[src/common/hub_pkg.sv]
`default_nettype none

package hub_pkg;

  // ~~~~~~~~~~~~~~~~~~~~~~~~~~~~~~~~~~~~~~~~~~~~~~~~~~
  // Sizes.
  // ~~~~~~~~~~~~~~~~~~~~~~~~~~~~~~~~~~~~~~~~~~~~~~~~~~
  localparam int N_PORTS     = 4;
  localparam int PORT_W      = 2;
  localparam int FRAME_MAX   = 64;
  localparam int LEN_W       = 7;
  localparam int BUF_DEPTH   = 128;
  localparam int BUF_AW      = 7;
  localparam int FRAMES_MAX  = 4;
  localparam int Q_AW        = 2;
  localparam int IFG_DEFAULT = 12;
  localparam int CNT_W       = 16;
  localparam int CFG_W       = 16;

  // ~~~~~~~~~~~~~~~~~~~~~~~~~~~~~~~~~~~~~~~~~~~~~~~~~~
  // Line and configuration bus types.
  // ~~~~~~~~~~~~~~~~~~~~~~~~~~~~~~~~~~~~~~~~~~~~~~~~~~
  typedef struct packed {
    logic [7:0] data;
    logic       valid;
  } hub_byte_t;

  typedef struct packed {
    logic             write;
    logic [1:0]       addr;
    logic [CFG_W-1:0] wdata;
  } cfg_req_t;

  typedef struct packed {
    logic [CFG_W-1:0] rdata;
  } cfg_rsp_t;

  // Register map.
  localparam logic [1:0] REG_CTRL     = 2'd0;
  localparam logic [1:0] REG_IFG      = 2'd1;
  localparam logic [1:0] REG_FWD_CNT  = 2'd2;
  localparam logic [1:0] REG_DROP_CNT = 2'd3;

endpackage

`default_nettype wire

[src/hub/rx_frame_buffer.sv]
`timescale 1ns/100ps
`default_nettype none

module rx_frame_buffer (
  input  logic                      clk,
  input  logic                      rst,
  input  hub_pkg::hub_byte_t        rx,
  input  logic                      enable,
  input  logic                      pop,
  output logic                      frame_avail,
  output logic [hub_pkg::LEN_W-1:0] head_len,
  output logic [7:0]                head_byte,
  output logic                      drop
);

  logic [7:0]                 mem [hub_pkg::BUF_DEPTH];
  logic [hub_pkg::BUF_AW-1:0] wptr_com;
  logic [hub_pkg::BUF_AW-1:0] wptr_spec;
  logic [hub_pkg::BUF_AW-1:0] rptr;
  logic [hub_pkg::BUF_AW:0]   byte_cnt;

  logic [hub_pkg::LEN_W-1:0]  len_q [hub_pkg::FRAMES_MAX];
  logic [hub_pkg::Q_AW-1:0]   q_wr;
  logic [hub_pkg::Q_AW-1:0]   q_rd;
  logic [hub_pkg::Q_AW:0]     q_cnt;
  logic [hub_pkg::LEN_W-1:0]  rd_cnt;

  logic                       in_run;
  logic                       bad;
  logic [hub_pkg::LEN_W-1:0]  run_len;

  logic                       run_start;
  logic                       run_end;
  logic [hub_pkg::LEN_W-1:0]  len_next;
  logic                       bad_next;
  logic                       commit;
  logic                       pop_last;

  // ~~~~~~~~~~~~~~~~~~~~~~~~~~~~~~~~~~~~~~~~~~~~~~~~~~
  // Capture side.
  // ~~~~~~~~~~~~~~~~~~~~~~~~~~~~~~~~~~~~~~~~~~~~~~~~~~
  always_comb begin
    run_start = rx.valid && !in_run;
    run_end   = in_run && !rx.valid;
    len_next  = run_start ? hub_pkg::LEN_W'(1) : run_len + 1'b1;
    // A bad run stays bad until it ends.
    bad_next  = run_start ? !enable : bad;
    if (len_next > hub_pkg::LEN_W'(hub_pkg::FRAME_MAX)) begin
      bad_next = 1'b1;
    end
    if (({1'b0, len_next} + byte_cnt) > (hub_pkg::BUF_AW + 1)'(hub_pkg::BUF_DEPTH)) begin
      bad_next = 1'b1;
    end
    commit   = run_end && !bad && (q_cnt != (hub_pkg::Q_AW + 1)'(hub_pkg::FRAMES_MAX));
    pop_last = pop && ((rd_cnt + 1'b1) == head_len);
  end

  always_ff @(posedge clk) begin
    if (rx.valid && !bad_next) begin
      mem[wptr_spec] <= rx.data;
    end
    if (commit) begin
      len_q[q_wr] <= run_len;
    end
  end

  always_ff @(posedge clk) begin
    if (rst) begin
      in_run    <= 1'b0;
      bad       <= 1'b0;
      run_len   <= '0;
      wptr_com  <= '0;
      wptr_spec <= '0;
      rptr      <= '0;
      rd_cnt    <= '0;
      byte_cnt  <= '0;
      q_wr      <= '0;
      q_rd      <= '0;
      q_cnt     <= '0;
      drop      <= 1'b0;
    end else begin
      in_run <= rx.valid;
      drop   <= run_end && !commit;
      if (rx.valid) begin
        run_len <= len_next;
        bad     <= bad_next;
        if (!bad_next) begin
          wptr_spec <= wptr_spec + 1'b1;
        end
      end
      // Commit the run, or roll the write pointer back.
      if (commit) begin
        wptr_com <= wptr_spec;
        q_wr     <= q_wr + 1'b1;
      end else if (run_end) begin
        wptr_spec <= wptr_com;
      end
      if (pop) begin
        rptr   <= rptr + 1'b1;
        rd_cnt <= pop_last ? '0 : rd_cnt + 1'b1;
        if (pop_last) begin
          q_rd <= q_rd + 1'b1;
        end
      end
      case ({commit, pop_last})
        2'b10:   q_cnt <= q_cnt + 1'b1;
        2'b01:   q_cnt <= q_cnt - 1'b1;
        default: q_cnt <= q_cnt;
      endcase
      byte_cnt <= byte_cnt + (commit ? {1'b0, run_len} : '0) - pop;
    end
  end

  // Read side, combinational toward the scheduler.
  assign frame_avail = (q_cnt != '0);
  assign head_len    = len_q[q_rd];
  assign head_byte   = mem[rptr];

  a_pop_avail: assert property (@(posedge clk) disable iff (rst) pop |-> frame_avail)
    else $error("pop while no frame is available");

endmodule

`default_nettype wire

[src/hub/flood_scheduler.sv]
`timescale 1ns/100ps
`default_nettype none

module flood_scheduler (
  input  logic                                                clk,
  input  logic                                                rst,
  input  logic [hub_pkg::N_PORTS-1:0]                         frame_avail,
  input  logic [hub_pkg::N_PORTS-1:0][hub_pkg::LEN_W-1:0]     head_len,
  input  logic [hub_pkg::N_PORTS-1:0][7:0]                    head_byte,
  input  logic [hub_pkg::N_PORTS-1:0]                         port_en,
  input  logic [7:0]                                          ifg_ticks,
  output logic [hub_pkg::N_PORTS-1:0]                         pop,
  output hub_pkg::hub_byte_t [hub_pkg::N_PORTS-1:0]           tx,
  output logic                                                fwd_done
);

  typedef enum logic [1:0] {
    S_IDLE,
    S_SEND,
    S_GAP
  } state_t;

  state_t                            state;
  logic [hub_pkg::PORT_W-1:0]        src;
  logic [hub_pkg::LEN_W-1:0]         byte_cnt;
  logic [7:0]                        gap_cnt;
  logic [hub_pkg::N_PORTS-1:0]       tx_vld;
  logic [7:0]                        tx_data;

  logic [hub_pkg::N_PORTS-1:0]       src_mask;
  logic [hub_pkg::PORT_W-1:0]        cand;
  logic [hub_pkg::PORT_W-1:0]        pick;
  logic                              pick_valid;
  logic                              last_byte;

  // ~~~~~~~~~~~~~~~~~~~~~~~~~~~~~~~~~~~~~~~~~~~~~~~~~~
  // Round-robin pick, starting after the last source.
  // ~~~~~~~~~~~~~~~~~~~~~~~~~~~~~~~~~~~~~~~~~~~~~~~~~~
  always_comb begin
    pick_valid = 1'b0;
    pick       = src;
    cand       = src;
    for (int i = 0; i < hub_pkg::N_PORTS; i++) begin
      cand = cand + 1'b1;
      if (!pick_valid && frame_avail[cand]) begin
        pick_valid = 1'b1;
        pick       = cand;
      end
    end
  end

  assign src_mask  = hub_pkg::N_PORTS'(1) << src;
  assign last_byte = ((byte_cnt + 1'b1) == head_len[src]);
  assign pop       = (state == S_SEND) ? src_mask : '0;

  // ~~~~~~~~~~~~~~~~~~~~~~~~~~~~~~~~~~~~~~~~~~~~~~~~~~
  // Send FSM.
  // ~~~~~~~~~~~~~~~~~~~~~~~~~~~~~~~~~~~~~~~~~~~~~~~~~~
  always_ff @(posedge clk) begin
    if (rst) begin
      state    <= S_IDLE;
      src      <= hub_pkg::PORT_W'(hub_pkg::N_PORTS - 1);
      byte_cnt <= '0;
      gap_cnt  <= '0;
      tx_vld   <= '0;
      fwd_done <= 1'b0;
    end else begin
      tx_vld   <= '0;
      fwd_done <= 1'b0;
      case (state)
        S_IDLE: begin
          if (pick_valid) begin
            src      <= pick;
            byte_cnt <= '0;
            state    <= S_SEND;
          end
        end
        S_SEND: begin
          // Flood to every enabled port except the source.
          tx_vld   <= port_en & ~src_mask;
          byte_cnt <= byte_cnt + 1'b1;
          if (last_byte) begin
            fwd_done <= 1'b1;
            gap_cnt  <= ifg_ticks;
            state    <= S_GAP;
          end
        end
        S_GAP: begin
          if (gap_cnt == '0) begin
            state <= S_IDLE;
          end else begin
            gap_cnt <= gap_cnt - 1'b1;
          end
        end
        default: state <= S_IDLE;
      endcase
    end
  end

  always_ff @(posedge clk) begin
    if (state == S_SEND) begin
      tx_data <= head_byte[src];
    end
  end

  // Same byte on every lane, valid per lane.
  always_comb begin
    for (int i = 0; i < hub_pkg::N_PORTS; i++) begin
      tx[i].data  = tx_data;
      tx[i].valid = tx_vld[i];
    end
  end

  a_no_echo: assert property (@(posedge clk) disable iff (rst) !tx[src].valid)
    else $error("frame echoed back to its source port");

endmodule

`default_nettype wire

[src/hub/hub_config_regs.sv]
`timescale 1ns/100ps
`default_nettype none

module hub_config_regs (
  input  logic                        clk,
  input  logic                        rst,
  input  logic                        cfg_valid,
  input  hub_pkg::cfg_req_t           cfg_req,
  output logic                        cfg_ready,
  output logic                        rsp_valid,
  output hub_pkg::cfg_rsp_t           cfg_rsp,
  input  logic                        fwd_done,
  input  logic [hub_pkg::N_PORTS-1:0] drop,
  output logic [hub_pkg::N_PORTS-1:0] port_en,
  output logic [7:0]                  ifg_ticks
);

  logic [hub_pkg::CNT_W-1:0]  fwd_cnt;
  logic [hub_pkg::CNT_W-1:0]  drop_cnt;
  logic [hub_pkg::PORT_W:0]   drop_sum;
  logic [hub_pkg::CNT_W:0]    drop_total;
  logic [hub_pkg::CFG_W-1:0]  rdata;

  // No wait states.
  assign cfg_ready = 1'b1;

  always_comb begin
    drop_sum = '0;
    for (int i = 0; i < hub_pkg::N_PORTS; i++) begin
      drop_sum = drop_sum + drop[i];
    end
    drop_total = {1'b0, drop_cnt} + (hub_pkg::CNT_W + 1)'(drop_sum);
  end

  always_comb begin
    case (cfg_req.addr)
      hub_pkg::REG_CTRL:    rdata = hub_pkg::CFG_W'(port_en);
      hub_pkg::REG_IFG:     rdata = hub_pkg::CFG_W'(ifg_ticks);
      hub_pkg::REG_FWD_CNT: rdata = fwd_cnt;
      default:              rdata = drop_cnt;
    endcase
  end

  always_ff @(posedge clk) begin
    if (rst) begin
      port_en   <= '1;
      ifg_ticks <= 8'(hub_pkg::IFG_DEFAULT);
      fwd_cnt   <= '0;
      drop_cnt  <= '0;
      rsp_valid <= 1'b0;
    end else begin
      rsp_valid <= cfg_valid && !cfg_req.write;
      if (cfg_valid && cfg_req.write) begin
        case (cfg_req.addr)
          hub_pkg::REG_CTRL: port_en   <= cfg_req.wdata[hub_pkg::N_PORTS-1:0];
          hub_pkg::REG_IFG:  ifg_ticks <= cfg_req.wdata[7:0];
          default:           port_en   <= port_en;
        endcase
      end
      // Counters saturate.
      if (fwd_done && (fwd_cnt != '1)) begin
        fwd_cnt <= fwd_cnt + 1'b1;
      end
      drop_cnt <= drop_total[hub_pkg::CNT_W] ? '1 : drop_total[hub_pkg::CNT_W-1:0];
    end
  end

  always_ff @(posedge clk) begin
    if (cfg_valid && !cfg_req.write) begin
      cfg_rsp.rdata <= rdata;
    end
  end

endmodule

`default_nettype wire

[src/hub/frame_hub.sv]
`timescale 1ns/100ps
`default_nettype none

module frame_hub (
  input  logic                                      clk,
  input  logic                                      rst,
  input  hub_pkg::hub_byte_t [hub_pkg::N_PORTS-1:0] rx,
  output hub_pkg::hub_byte_t [hub_pkg::N_PORTS-1:0] tx,
  input  logic                                      cfg_valid,
  input  hub_pkg::cfg_req_t                         cfg_req,
  output logic                                      cfg_ready,
  output logic                                      rsp_valid,
  output hub_pkg::cfg_rsp_t                         cfg_rsp
);

  logic [hub_pkg::N_PORTS-1:0]                     frame_avail;
  logic [hub_pkg::N_PORTS-1:0][hub_pkg::LEN_W-1:0] head_len;
  logic [hub_pkg::N_PORTS-1:0][7:0]                head_byte;
  logic [hub_pkg::N_PORTS-1:0]                     pop;
  logic [hub_pkg::N_PORTS-1:0]                     drop;
  logic [hub_pkg::N_PORTS-1:0]                     port_en;
  logic [7:0]                                      ifg_ticks;
  logic                                            fwd_done;

  // ~~~~~~~~~~~~~~~~~~~~~~~~~~~~~~~~~~~~~~~~~~~~~~~~~~
  // One receive buffer per line port.
  // ~~~~~~~~~~~~~~~~~~~~~~~~~~~~~~~~~~~~~~~~~~~~~~~~~~
  for (genvar p = 0; p < hub_pkg::N_PORTS; p++) begin : g_port
    rx_frame_buffer rx_buf_i (
      .clk         (clk),
      .rst         (rst),
      .rx          (rx[p]),
      .enable      (port_en[p]),
      .pop         (pop[p]),
      .frame_avail (frame_avail[p]),
      .head_len    (head_len[p]),
      .head_byte   (head_byte[p]),
      .drop        (drop[p])
    );
  end

  flood_scheduler sched_i (
    .clk         (clk),
    .rst         (rst),
    .frame_avail (frame_avail),
    .head_len    (head_len),
    .head_byte   (head_byte),
    .port_en     (port_en),
    .ifg_ticks   (ifg_ticks),
    .pop         (pop),
    .tx          (tx),
    .fwd_done    (fwd_done)
  );

  hub_config_regs regs_i (
    .clk       (clk),
    .rst       (rst),
    .cfg_valid (cfg_valid),
    .cfg_req   (cfg_req),
    .cfg_ready (cfg_ready),
    .rsp_valid (rsp_valid),
    .cfg_rsp   (cfg_rsp),
    .fwd_done  (fwd_done),
    .drop      (drop),
    .port_en   (port_en),
    .ifg_ticks (ifg_ticks)
  );

endmodule

`default_nettype wire

[config.mk]
export PLATFORM = sky130hd
export DESIGN_NAME = frame_hub
export DESIGN_NICKNAME = d
export VERILOG_FILES = /design/src/common/hub_pkg.sv /design/src/hub/rx_frame_buffer.sv /design/src/hub/flood_scheduler.sv /design/src/hub/hub_config_regs.sv /design/src/hub/frame_hub.sv
export SDC_FILE = /design/constraint.sdc
export NUM_CORES = 2
export LEC_CHECK = 0
export BUFFER_PORTS_ARGS = -buffer_cell sky130_fd_sc_hd__buf_2
export CELL_PAD_IN_SITES_DETAIL_PLACEMENT = 0
export CELL_PAD_IN_SITES_GLOBAL_PLACEMENT = 1
export CORE_ASPECT_RATIO = 0.9
export CORE_MARGIN = 10
export CORE_UTILIZATION = 60
export CTS_BUF_LIST = sky130_fd_sc_hd__clkbuf_8 sky130_fd_sc_hd__clkbuf_16
export CTS_CLUSTER_DIAMETER = 30
export DETAILED_ROUTE_END_ITERATION = 10
export PLACE_DENSITY_LB_ADDON = 0.1
export SLEW_MARGIN = 25
export SYNTH_ARGS = -nofsm -noshare
export SYNTH_HDL_FRONTEND = slang
export SYNTH_HIERARCHICAL = 1
export SYNTH_MEMORY_MAX_BITS = 65536
export SYNTH_SLANG_ARGS = --single-unit
export TNS_END_PERCENT = 20
[constraint.sdc]
create_clock -name clk -period 8.5 [get_ports clk]
set_input_delay 1.7 -clock clk [delete_from_list [all_inputs] [get_ports clk]]
set_output_delay 1.7 -clock clk [all_outputs]
set_load 0.005 [all_outputs]
=== Word level (Yosys, flattened, before mapping) ===
Memory sizes are Yosys's and may differ from the RTL's. A register that Yosys moved wholly into a read port is not among the register bits.
Cells that the tools add are included.

* Bits in registers: 305
* Memory bits (writable): 4208
* Input bits: 58
* Word-level logic and storage cells: 363
* Memories: 8

* Add/subtract/negate cells: 55
* Order comparisons: 13
* Eq/ne operators: 26
* Shift operators: 1
* Muxes and demuxes: 109
* Bitwise operators: 3
* Reduce and logical (&&, ||, !) cells: 87

{| class="wikitable"
|+ Memory list
! name !! depth !! bits a word !! rd ports !! clocked after memory_dff !! wr ports !! RTL line !! source
|-
| g_port[0].rx_buf_i.mem || 128 || 8 || 1 || 1 || 1 || rx_frame_buffer.sv:16 || <nowiki>logic [7:0] mem [hub_pkg::BUF_DEPTH];</nowiki>
|-
| g_port[1].rx_buf_i.mem || 128 || 8 || 1 || 1 || 1 || rx_frame_buffer.sv:16 ||
|-
| g_port[2].rx_buf_i.mem || 128 || 8 || 1 || 1 || 1 || rx_frame_buffer.sv:16 ||
|-
| g_port[3].rx_buf_i.mem || 128 || 8 || 1 || 1 || 1 || rx_frame_buffer.sv:16 ||
|-
| g_port[0].rx_buf_i.len_q || 4 || 7 || 1 || 1 || 1 || rx_frame_buffer.sv:22 || <nowiki>logic [hub_pkg::LEN_W-1:0] len_q [hub_pkg::FRAMES_MAX];</nowiki>
|-
| g_port[1].rx_buf_i.len_q || 4 || 7 || 1 || 1 || 1 || rx_frame_buffer.sv:22 ||
|-
| 2 more memories || -- || -- || -- || -- || -- || -- ||
|}

{| class="wikitable"
|+ Operators by type and width
! operator !! count
|-
| 7-bit 2-to-1 mux || 38
|-
| 7-bit by 1-bit adder with 7-bit output (second input constant) || 17
|-
| 16-bit case mux with 3 select lines || 1
|-
| 1-bit 2-to-1 mux || 37
|-
| 7-bit == test || 5
|-
| 1-bit logical AND || 34
|-
| 7-bit by 8-bit adder with 8-bit output || 4
|-
| 8-bit adder || 4
|-
| 8-bit greater-than comparator (second input constant) || 4
|-
| 8-bit by 1-bit subtractor with 8-bit output || 4
|-
| 2-bit 2-to-1 mux || 15
|-
| 7-bit greater-than comparator (second input constant) || 4
|-
| 1-bit zero test || 28
|-
| 2-bit by 1-bit adder with 2-bit output (second input constant) || 12
|-
| 8-bit 2-to-1 mux || 3
|-
| 3-bit case mux with 2 select lines || 4
|-
| 16-bit by 3-bit adder with 17-bit output || 1
|-
| 16-bit by 1-bit adder with 16-bit output (second input constant) || 1
|-
| 8-bit binary-select mux with 2-bit select || 1
|-
| 16-bit 2-to-1 mux || 1
|-
| 16-bit inequality test (second input constant) || 1
|-
| 8-bit case mux with 2 select lines || 1
|-
| 2-bit by 3-bit < comparator with 1-bit output (second input constant) || 5
|-
| 7-bit binary-select mux with 2-bit select || 1
|-
| other kinds (26) || 68
|}

=== Logic depth before layout (Yosys ltp) ===
* Depth in word-level cells: 15
* Depth in mapped cells: 17
* Depth with buffers taken out: 16

=== By module ===
Netlist, hierarchy kept.

{| class="wikitable"
|+ Modules (own cells, without submodules)
! module !! instances !! cells an instance !! area each (µm²) !! seq. area each (µm²)
|-
| rx_frame_buffer (g_port[0].rx_buf_i) || 1 || 2102 || 44112.3 || 32831.5
|-
| rx_frame_buffer (g_port[1].rx_buf_i) || 1 || 2102 || 44111.1 || 32831.5
|-
| rx_frame_buffer (g_port[2].rx_buf_i) || 1 || 2112 || 44077.3 || 32831.5
|-
| rx_frame_buffer (g_port[3].rx_buf_i) || 1 || 2115 || 44071.0 || 32831.5
|-
| hub_config_regs || 1 || 285 || 2986.6 || 1381.3
|-
| flood_scheduler || 1 || 236 || 2239.6 || 720.7
|}

=== Worst setup path before layout ===
No wires, ideal clock.

* Path kind: input to register
* Start point: input port rx[18] (netlist bit)
* End point: memory g_port[2].rx_buf_i.mem[60][0] (enable)
* Setup time: 0.371 ns
* Data arrival time: 4.834 ns
* Data required time: 8.129 ns
* Setup slack: 3.296 ns
* Stages on the path: 13
* Path through: clkbuf_1 > nor2b_1 > nor2_1 > ha_1 > nor2b_1 > o21a_1 > a2111o_1 > a211o_1 > o211ai_1 > buf_2 > nand4b_4 > buf_2 > nor2_1

* Cells in the longest elaborated chain, start to end: 9
* Elaborated cells between the ends (all ways): 12
* Classes of those cells: add/sub (1); order compare (2); mux (6); reduce/logical (3)

{| class="wikitable"
|+ RTL lines
! what !! RTL line !! source
|-
| start: declaration || frame_hub.sv:7 || <nowiki>input hub_pkg::hub_byte_t [hub_pkg::N_PORTS-1:0] rx,</nowiki>
|-
| 1-bit logical AND * || rx_frame_buffer.sv:43 || <nowiki>run_start = rx.valid && !in_run;</nowiki>
|-
| 7-bit 2-to-1 mux * || rx_frame_buffer.sv:45 || <nowiki>len_next = run_start ? hub_pkg::LEN_W'(1) : run_len + 1'b1;</nowiki>
|-
| via g_port[2].rx_buf_i.len_next (one bit) || rx_frame_buffer.sv:34 || <nowiki>logic [hub_pkg::LEN_W-1:0] len_next;</nowiki>
|-
| 7-bit by 8-bit adder with 8-bit output / 7-bit greater-than comparator (equally long branches) || rx_frame_buffer.sv:51, rx_frame_buffer.sv:48 ||
|-
| 8-bit greater-than comparator / 1-bit 2-to-1 mux (equally long branches) || rx_frame_buffer.sv:51, rx_frame_buffer.sv:48 ||
|-
| 1-bit 2-to-1 mux * || rx_frame_buffer.sv:51 || <nowiki>if (({1'b0, len_next} + byte_cnt) > (hub_pkg::BUF_AW + 1)'(hub_pkg::BUF_DEPTH)) begin</nowiki>
|-
| 1-bit zero test * || rx_frame_buffer.sv:59 || <nowiki>if (rx.valid && !bad_next) begin</nowiki>
|-
| 1-bit logical AND * || rx_frame_buffer.sv:59 ||
|-
| 1-bit 2-to-1 mux * || rx_frame_buffer.sv:59 ||
|-
| 1-bit 2-to-1 mux (implied by the code) * || rx_frame_buffer.sv:60 || <nowiki>mem[wptr_spec] <= rx.data;</nowiki>
|-
| end: declaration || rx_frame_buffer.sv:16 ||
|}

The timed path passes the listed nets; every way through them passes the cells marked *.

=== Worst setup path after layout ===
* Start point: input port rx[9] (netlist bit)
* End point: memory g_port[1].rx_buf_i.mem[96][1] (enable)

* Cells in the longest elaborated chain, start to end: 9
* Elaborated cells between the ends (all ways): 12
* Classes of those cells: add/sub (1); order compare (2); mux (6); reduce/logical (3)

{| class="wikitable"
|+ RTL lines
! what !! RTL line
|-
| 1-bit logical AND * || rx_frame_buffer.sv:43
|-
| 7-bit 2-to-1 mux * || rx_frame_buffer.sv:45
|-
| via g_port[1].rx_buf_i.len_next (one bit) || rx_frame_buffer.sv:34
|-
| 7-bit by 8-bit adder with 8-bit output / 7-bit greater-than comparator (equally long branches) || rx_frame_buffer.sv:51, rx_frame_buffer.sv:48
|-
| 8-bit greater-than comparator / 1-bit 2-to-1 mux (equally long branches) || rx_frame_buffer.sv:51, rx_frame_buffer.sv:48
|-
| 1-bit 2-to-1 mux * || rx_frame_buffer.sv:51
|-
| 1-bit zero test * || rx_frame_buffer.sv:59
|-
| 1-bit logical AND * || rx_frame_buffer.sv:59
|-
| 1-bit 2-to-1 mux * || rx_frame_buffer.sv:59
|-
| 1-bit 2-to-1 mux (implied by the code) * || rx_frame_buffer.sv:60
|-
| end: declaration || rx_frame_buffer.sv:16
|}

Marked as above.

==> impl_metrics.json <==
{
  "status": "complete, no violations",
  "maxCapViolCount": 0,
  "swShare_pct": 22.7,
  "routabilityCongestion": 0.830,
  "synth_edf_count": 4232,
  "cp-end-kind": "flop",
  "period_needed_ns": 6.01,
  "yosysUniqueCellTypes": 102,
  "cts_resized": 0,
  "postRouteAntennaNets": 0,
  "path_max_fanout": 17,
  "coreArea_sq_mm": 0.301,
  "cts_tree": "built",
  "ios": 112,
  "power_density_mw_per_mm2": 274,
  "worstPathArrival_ns": 6.66,
  "area_delta_synth_final_pct": 15.9,
  "numPortBuffers": 102,
  "synth_cells": 8952,
  "period_share_pct": 70.7,
  "hold_class": "reg2reg",
  "drc_errors": 0,
  "routed_wl_mm": 411,
  "internal_power_w": 0.0445,
  "grt_pass1_wl_mm": 614,
  "cts_root_buffer": "clkbuf_16",
  "insertion_delay_ns": 1.05,
  "post_drt_via_cell_ratio": 6.40,
  "drt_first_pass_iters": 6,
  "dpl_worst_slack_ns": 1.59,
  "layout-drive-gt1-share_pct": 28.7,
  "slew_headroom_pct": 15.1,
  "crit_required_ns": 9.16,
  "syn_area_sq_mm": 0.182,
  "drt-initial-drc-count": 9868,
  "cts_sinks": 4549,
  "vias": 89600,
  "crit_type": "in2reg",
  "post-cts-setup-buffers": 0,
  "h-tree-depth": 6,
  "grtUsageTotal_pct": 25.1,
  "async_flop_share_pct": 0,
  "start_util_pct": 60.3,
  "dp_hpwl_mm": 239,
  "overflow": 0,
  "nets": 9611,
  "hold_violations": 0,
  "synth-seq-cells": 4549,
  "fin_ws_ns": 2.49,
  "slew_viol_final": 0,
  "p_sw_w": 0.0131,
  "synth.avg_cell_area_sq_um": 20.3,
  "synthFlopType": "edfxtp_1",
  "ys_seq_area_share_pct": 73.5,
  "die_y_microns": 542,
  "grt_max_degree": 151,
  "worst_slew_pin_slew_ns": 1.27,
  "numCtsBuffers": 699,
  "die_w_microns": 600,
  "synth_warnings": 6,
  "p_comb_share_pct": 6.7,
  "wl_per_cell_microns": 29.4,
  "clock_skew_ns": 0.0310,
  "fin_total_pwr_w": 0.0576,
  "ir_drop_uv": 239,
  "grt_pass1_vias": 91600,
  "syn-num-nets": 9154,
  "cts_buffer_depth": 4,
  "finalSetupTns_ns": 0,
  "p_seq_share_pct": 43.2,
  "fin_area_sq_mm": 0.211,
  "yosysTopAreaCell": "edfxtp_1",
  "dieArea_sq_mm": 0.325,
  "cts_hold_buf": 0,
  "setup_viol": 0,
  "cts.clk_slew.worst_paths_ns": 0.05,
  "synth_area_leaders": "edfxtp_1 70%, mux4_2 16%, dfxtp_1 3.5%, nor2_1 1.6%, ha_1 0.89%",
  "critPathLaunchType": "input port",
  "netlist.area_leader.share_pct": 70.0,
  "grt_setup_unrepaired": "false",
  "leakage_nw": 66.1,
  "detailed_place.area_sq_mm": 0.186,
  "clock.fmax_mhz": 166,
  "antenna_found_initial": 13,
  "fp-row-count": 191,
  "power.share.clock_pct": 50.2
}
## cells in the mapped netlist, types with 11 or more instances
master	n
o21ai_0	74
xor2_1	83
inv_1	155
or3_1	33
edfxtp_1	4232
mux4_2	1311
nand3_1	90
a221oi_1	32
mux2i_1	104
nor2b_1	84
nand2_1	286
buf_4	55
and2_1	31
and3_1	38
mux2_2	69
o22ai_1	37
nand4_1	41
nand2b_1	27
clkbuf_1	213
a21oi_1	152
mux4_1	16
a31oi_1	13
nor2_1	752
dfxtp_1	317
ha_1	129
a211o_1	15
buf_1	55
a211oi_1	11
fa_1	15
a21o_1	17
xnor2_1	60
buf_2	148
nor3b_1	11
nand3b_1	14
a22oi_1	11
nor3_1	27
nor4_1	11
## registers in the layout, indices dropped and copies added (netlist names), 8 cells and up, named ones only
| name | flops |
|---|---|
| g_port.rx_buf_i/q_cnt | 12 |
| regs_i/cfg_rsp | 16 |
| sched_i/gap_cnt | 8 |
| sched_i/tx_data | 8 |
| regs_i/ifg_ticks | 8 |
| g_port.rx_buf_i/q_rd | 8 |
| g_port.rx_buf_i/wptr_spec | 28 |
| regs_i/fwd_cnt | 16 |
| g_port.rx_buf_i/wptr_com | 28 |
| g_port.rx_buf_i/run_len | 28 |
| g_port.rx_buf_i/q_wr | 8 |
| g_port.rx_buf_i/len_q | 112 |
| g_port.rx_buf_i/rd_cnt | 28 |
| g_port.rx_buf_i/rptr | 28 |
| regs_i/drop_cnt | 16 |
| g_port.rx_buf_i/byte_cnt | 32 |
| g_port.rx_buf_i/mem | 4096 |
## cell families (layout without fill, tap and decap cells)
family / after synthesis / count (layout) / share of synthesized area, %
DFF: 4549 / 4549 / 73.5
muxes: 1502 / 1502 / 17.5
and+or+nand+nor: 1498 / 1498 / 3.78
buffers and inverters: 643 / 1711 / 1.61
AOI/OAI and AO/OA: 457 / 457 / 1.69
xor gates and xnor gates: 158 / 158 / 0.886
adders and majority gates: 144 / 144 / 1.05
other: 1 / 10 / 0.00207
## area by class of cell
type	instances	area [sq um]
Antenna cell	9	22.5
Clock buffer	712	17700
Clock inverter	600	6640
Fill cell	18100	90600
Inverter	161	606
Multi-Input combinational cell	3760	45300
Sequential cell	4549	133000
Tap cell	3956	4950
Timing Repair Buffer	238	1870
## power by group through the flow
stage               Clock (W)  Combinational, W  Sequential [W]
global route           0.0303           0.00414          0.0249
CTS                    0.0293           0.00388          0.0249
finish                 0.0289           0.00385          0.0249
detailed placement          0           0.00386          0.0253
floorplan                   0           0.00262          0.0252
global placement            0           0.00378          0.0253
## through the flow
| step | cells | hold slack (ns) | utilization (%) |
|---|---|---|---|
| floorplan | 8952 | 0.425 | - |
| global placement | 12700 | 0.435 | 61.8 |
| finish | 14000 | 0.449 | 69.9 |
| global route | 14000 | 0.474 | 69.9 |
| detailed placement | 12700 | 0.444 | 61.8 |
| CTS | 14000 | 0.451 | 69.9 |
## critical path, cell delays in order
cell and delay, ns:
buf_2 0.28, nand2b_1 0.16, nand2_1 0.10, ha_1 0.19
inv_1 0.06, fa_1 0.40, nor2b_1 0.17, o31ai_1 0.08
a2111oi_0 0.50, o2111ai_1 0.28, a21oi_2 0.75, nand3b_2 0.94
nor2_1 1.00
## final timing paths
check	startpoint	to	slack [ns]	depth (start not counted)
max	rx[9]	g_port[1].rx_buf_i/mem[96][1]	2.49	13
min	g_port[1].rx_buf_i/wptr_com[2]	g_port[1].rx_buf_i/wptr_com[2]	0.45	2
max reg2reg	g_port[1].rx_buf_i/run_len[0]	g_port[1].rx_buf_i/mem[96][1]	2.53	12
min reg2reg	g_port[1].rx_buf_i/wptr_com[2]	g_port[1].rx_buf_i/wptr_com[2]	0.45	2
## metal layers
metal  share of wire (%)  GRT usage, %
met4                 2.5          6.50
met3                 8.1          4.35
met2                  49          39.7
met5              0.0032             0
met1                  41          37.1
## placed cells by master, fill, tap and decap left out, types with 88 or more instances in the layout
master / count
a21oi_1: 152
mux2i_1: 104
clkbuf_16: 703
inv_1: 238
mux4_2: 1311
nand2_1: 284
clkinv_2: 88
bufinv_16: 89
buf_4: 146
nor2_1: 752
dfxtp_1: 297
edfxtp_1: 4232
nand3_1: 90
clkinvlp_4: 89
ha_1: 129
(Power assumes the default switching activity.)
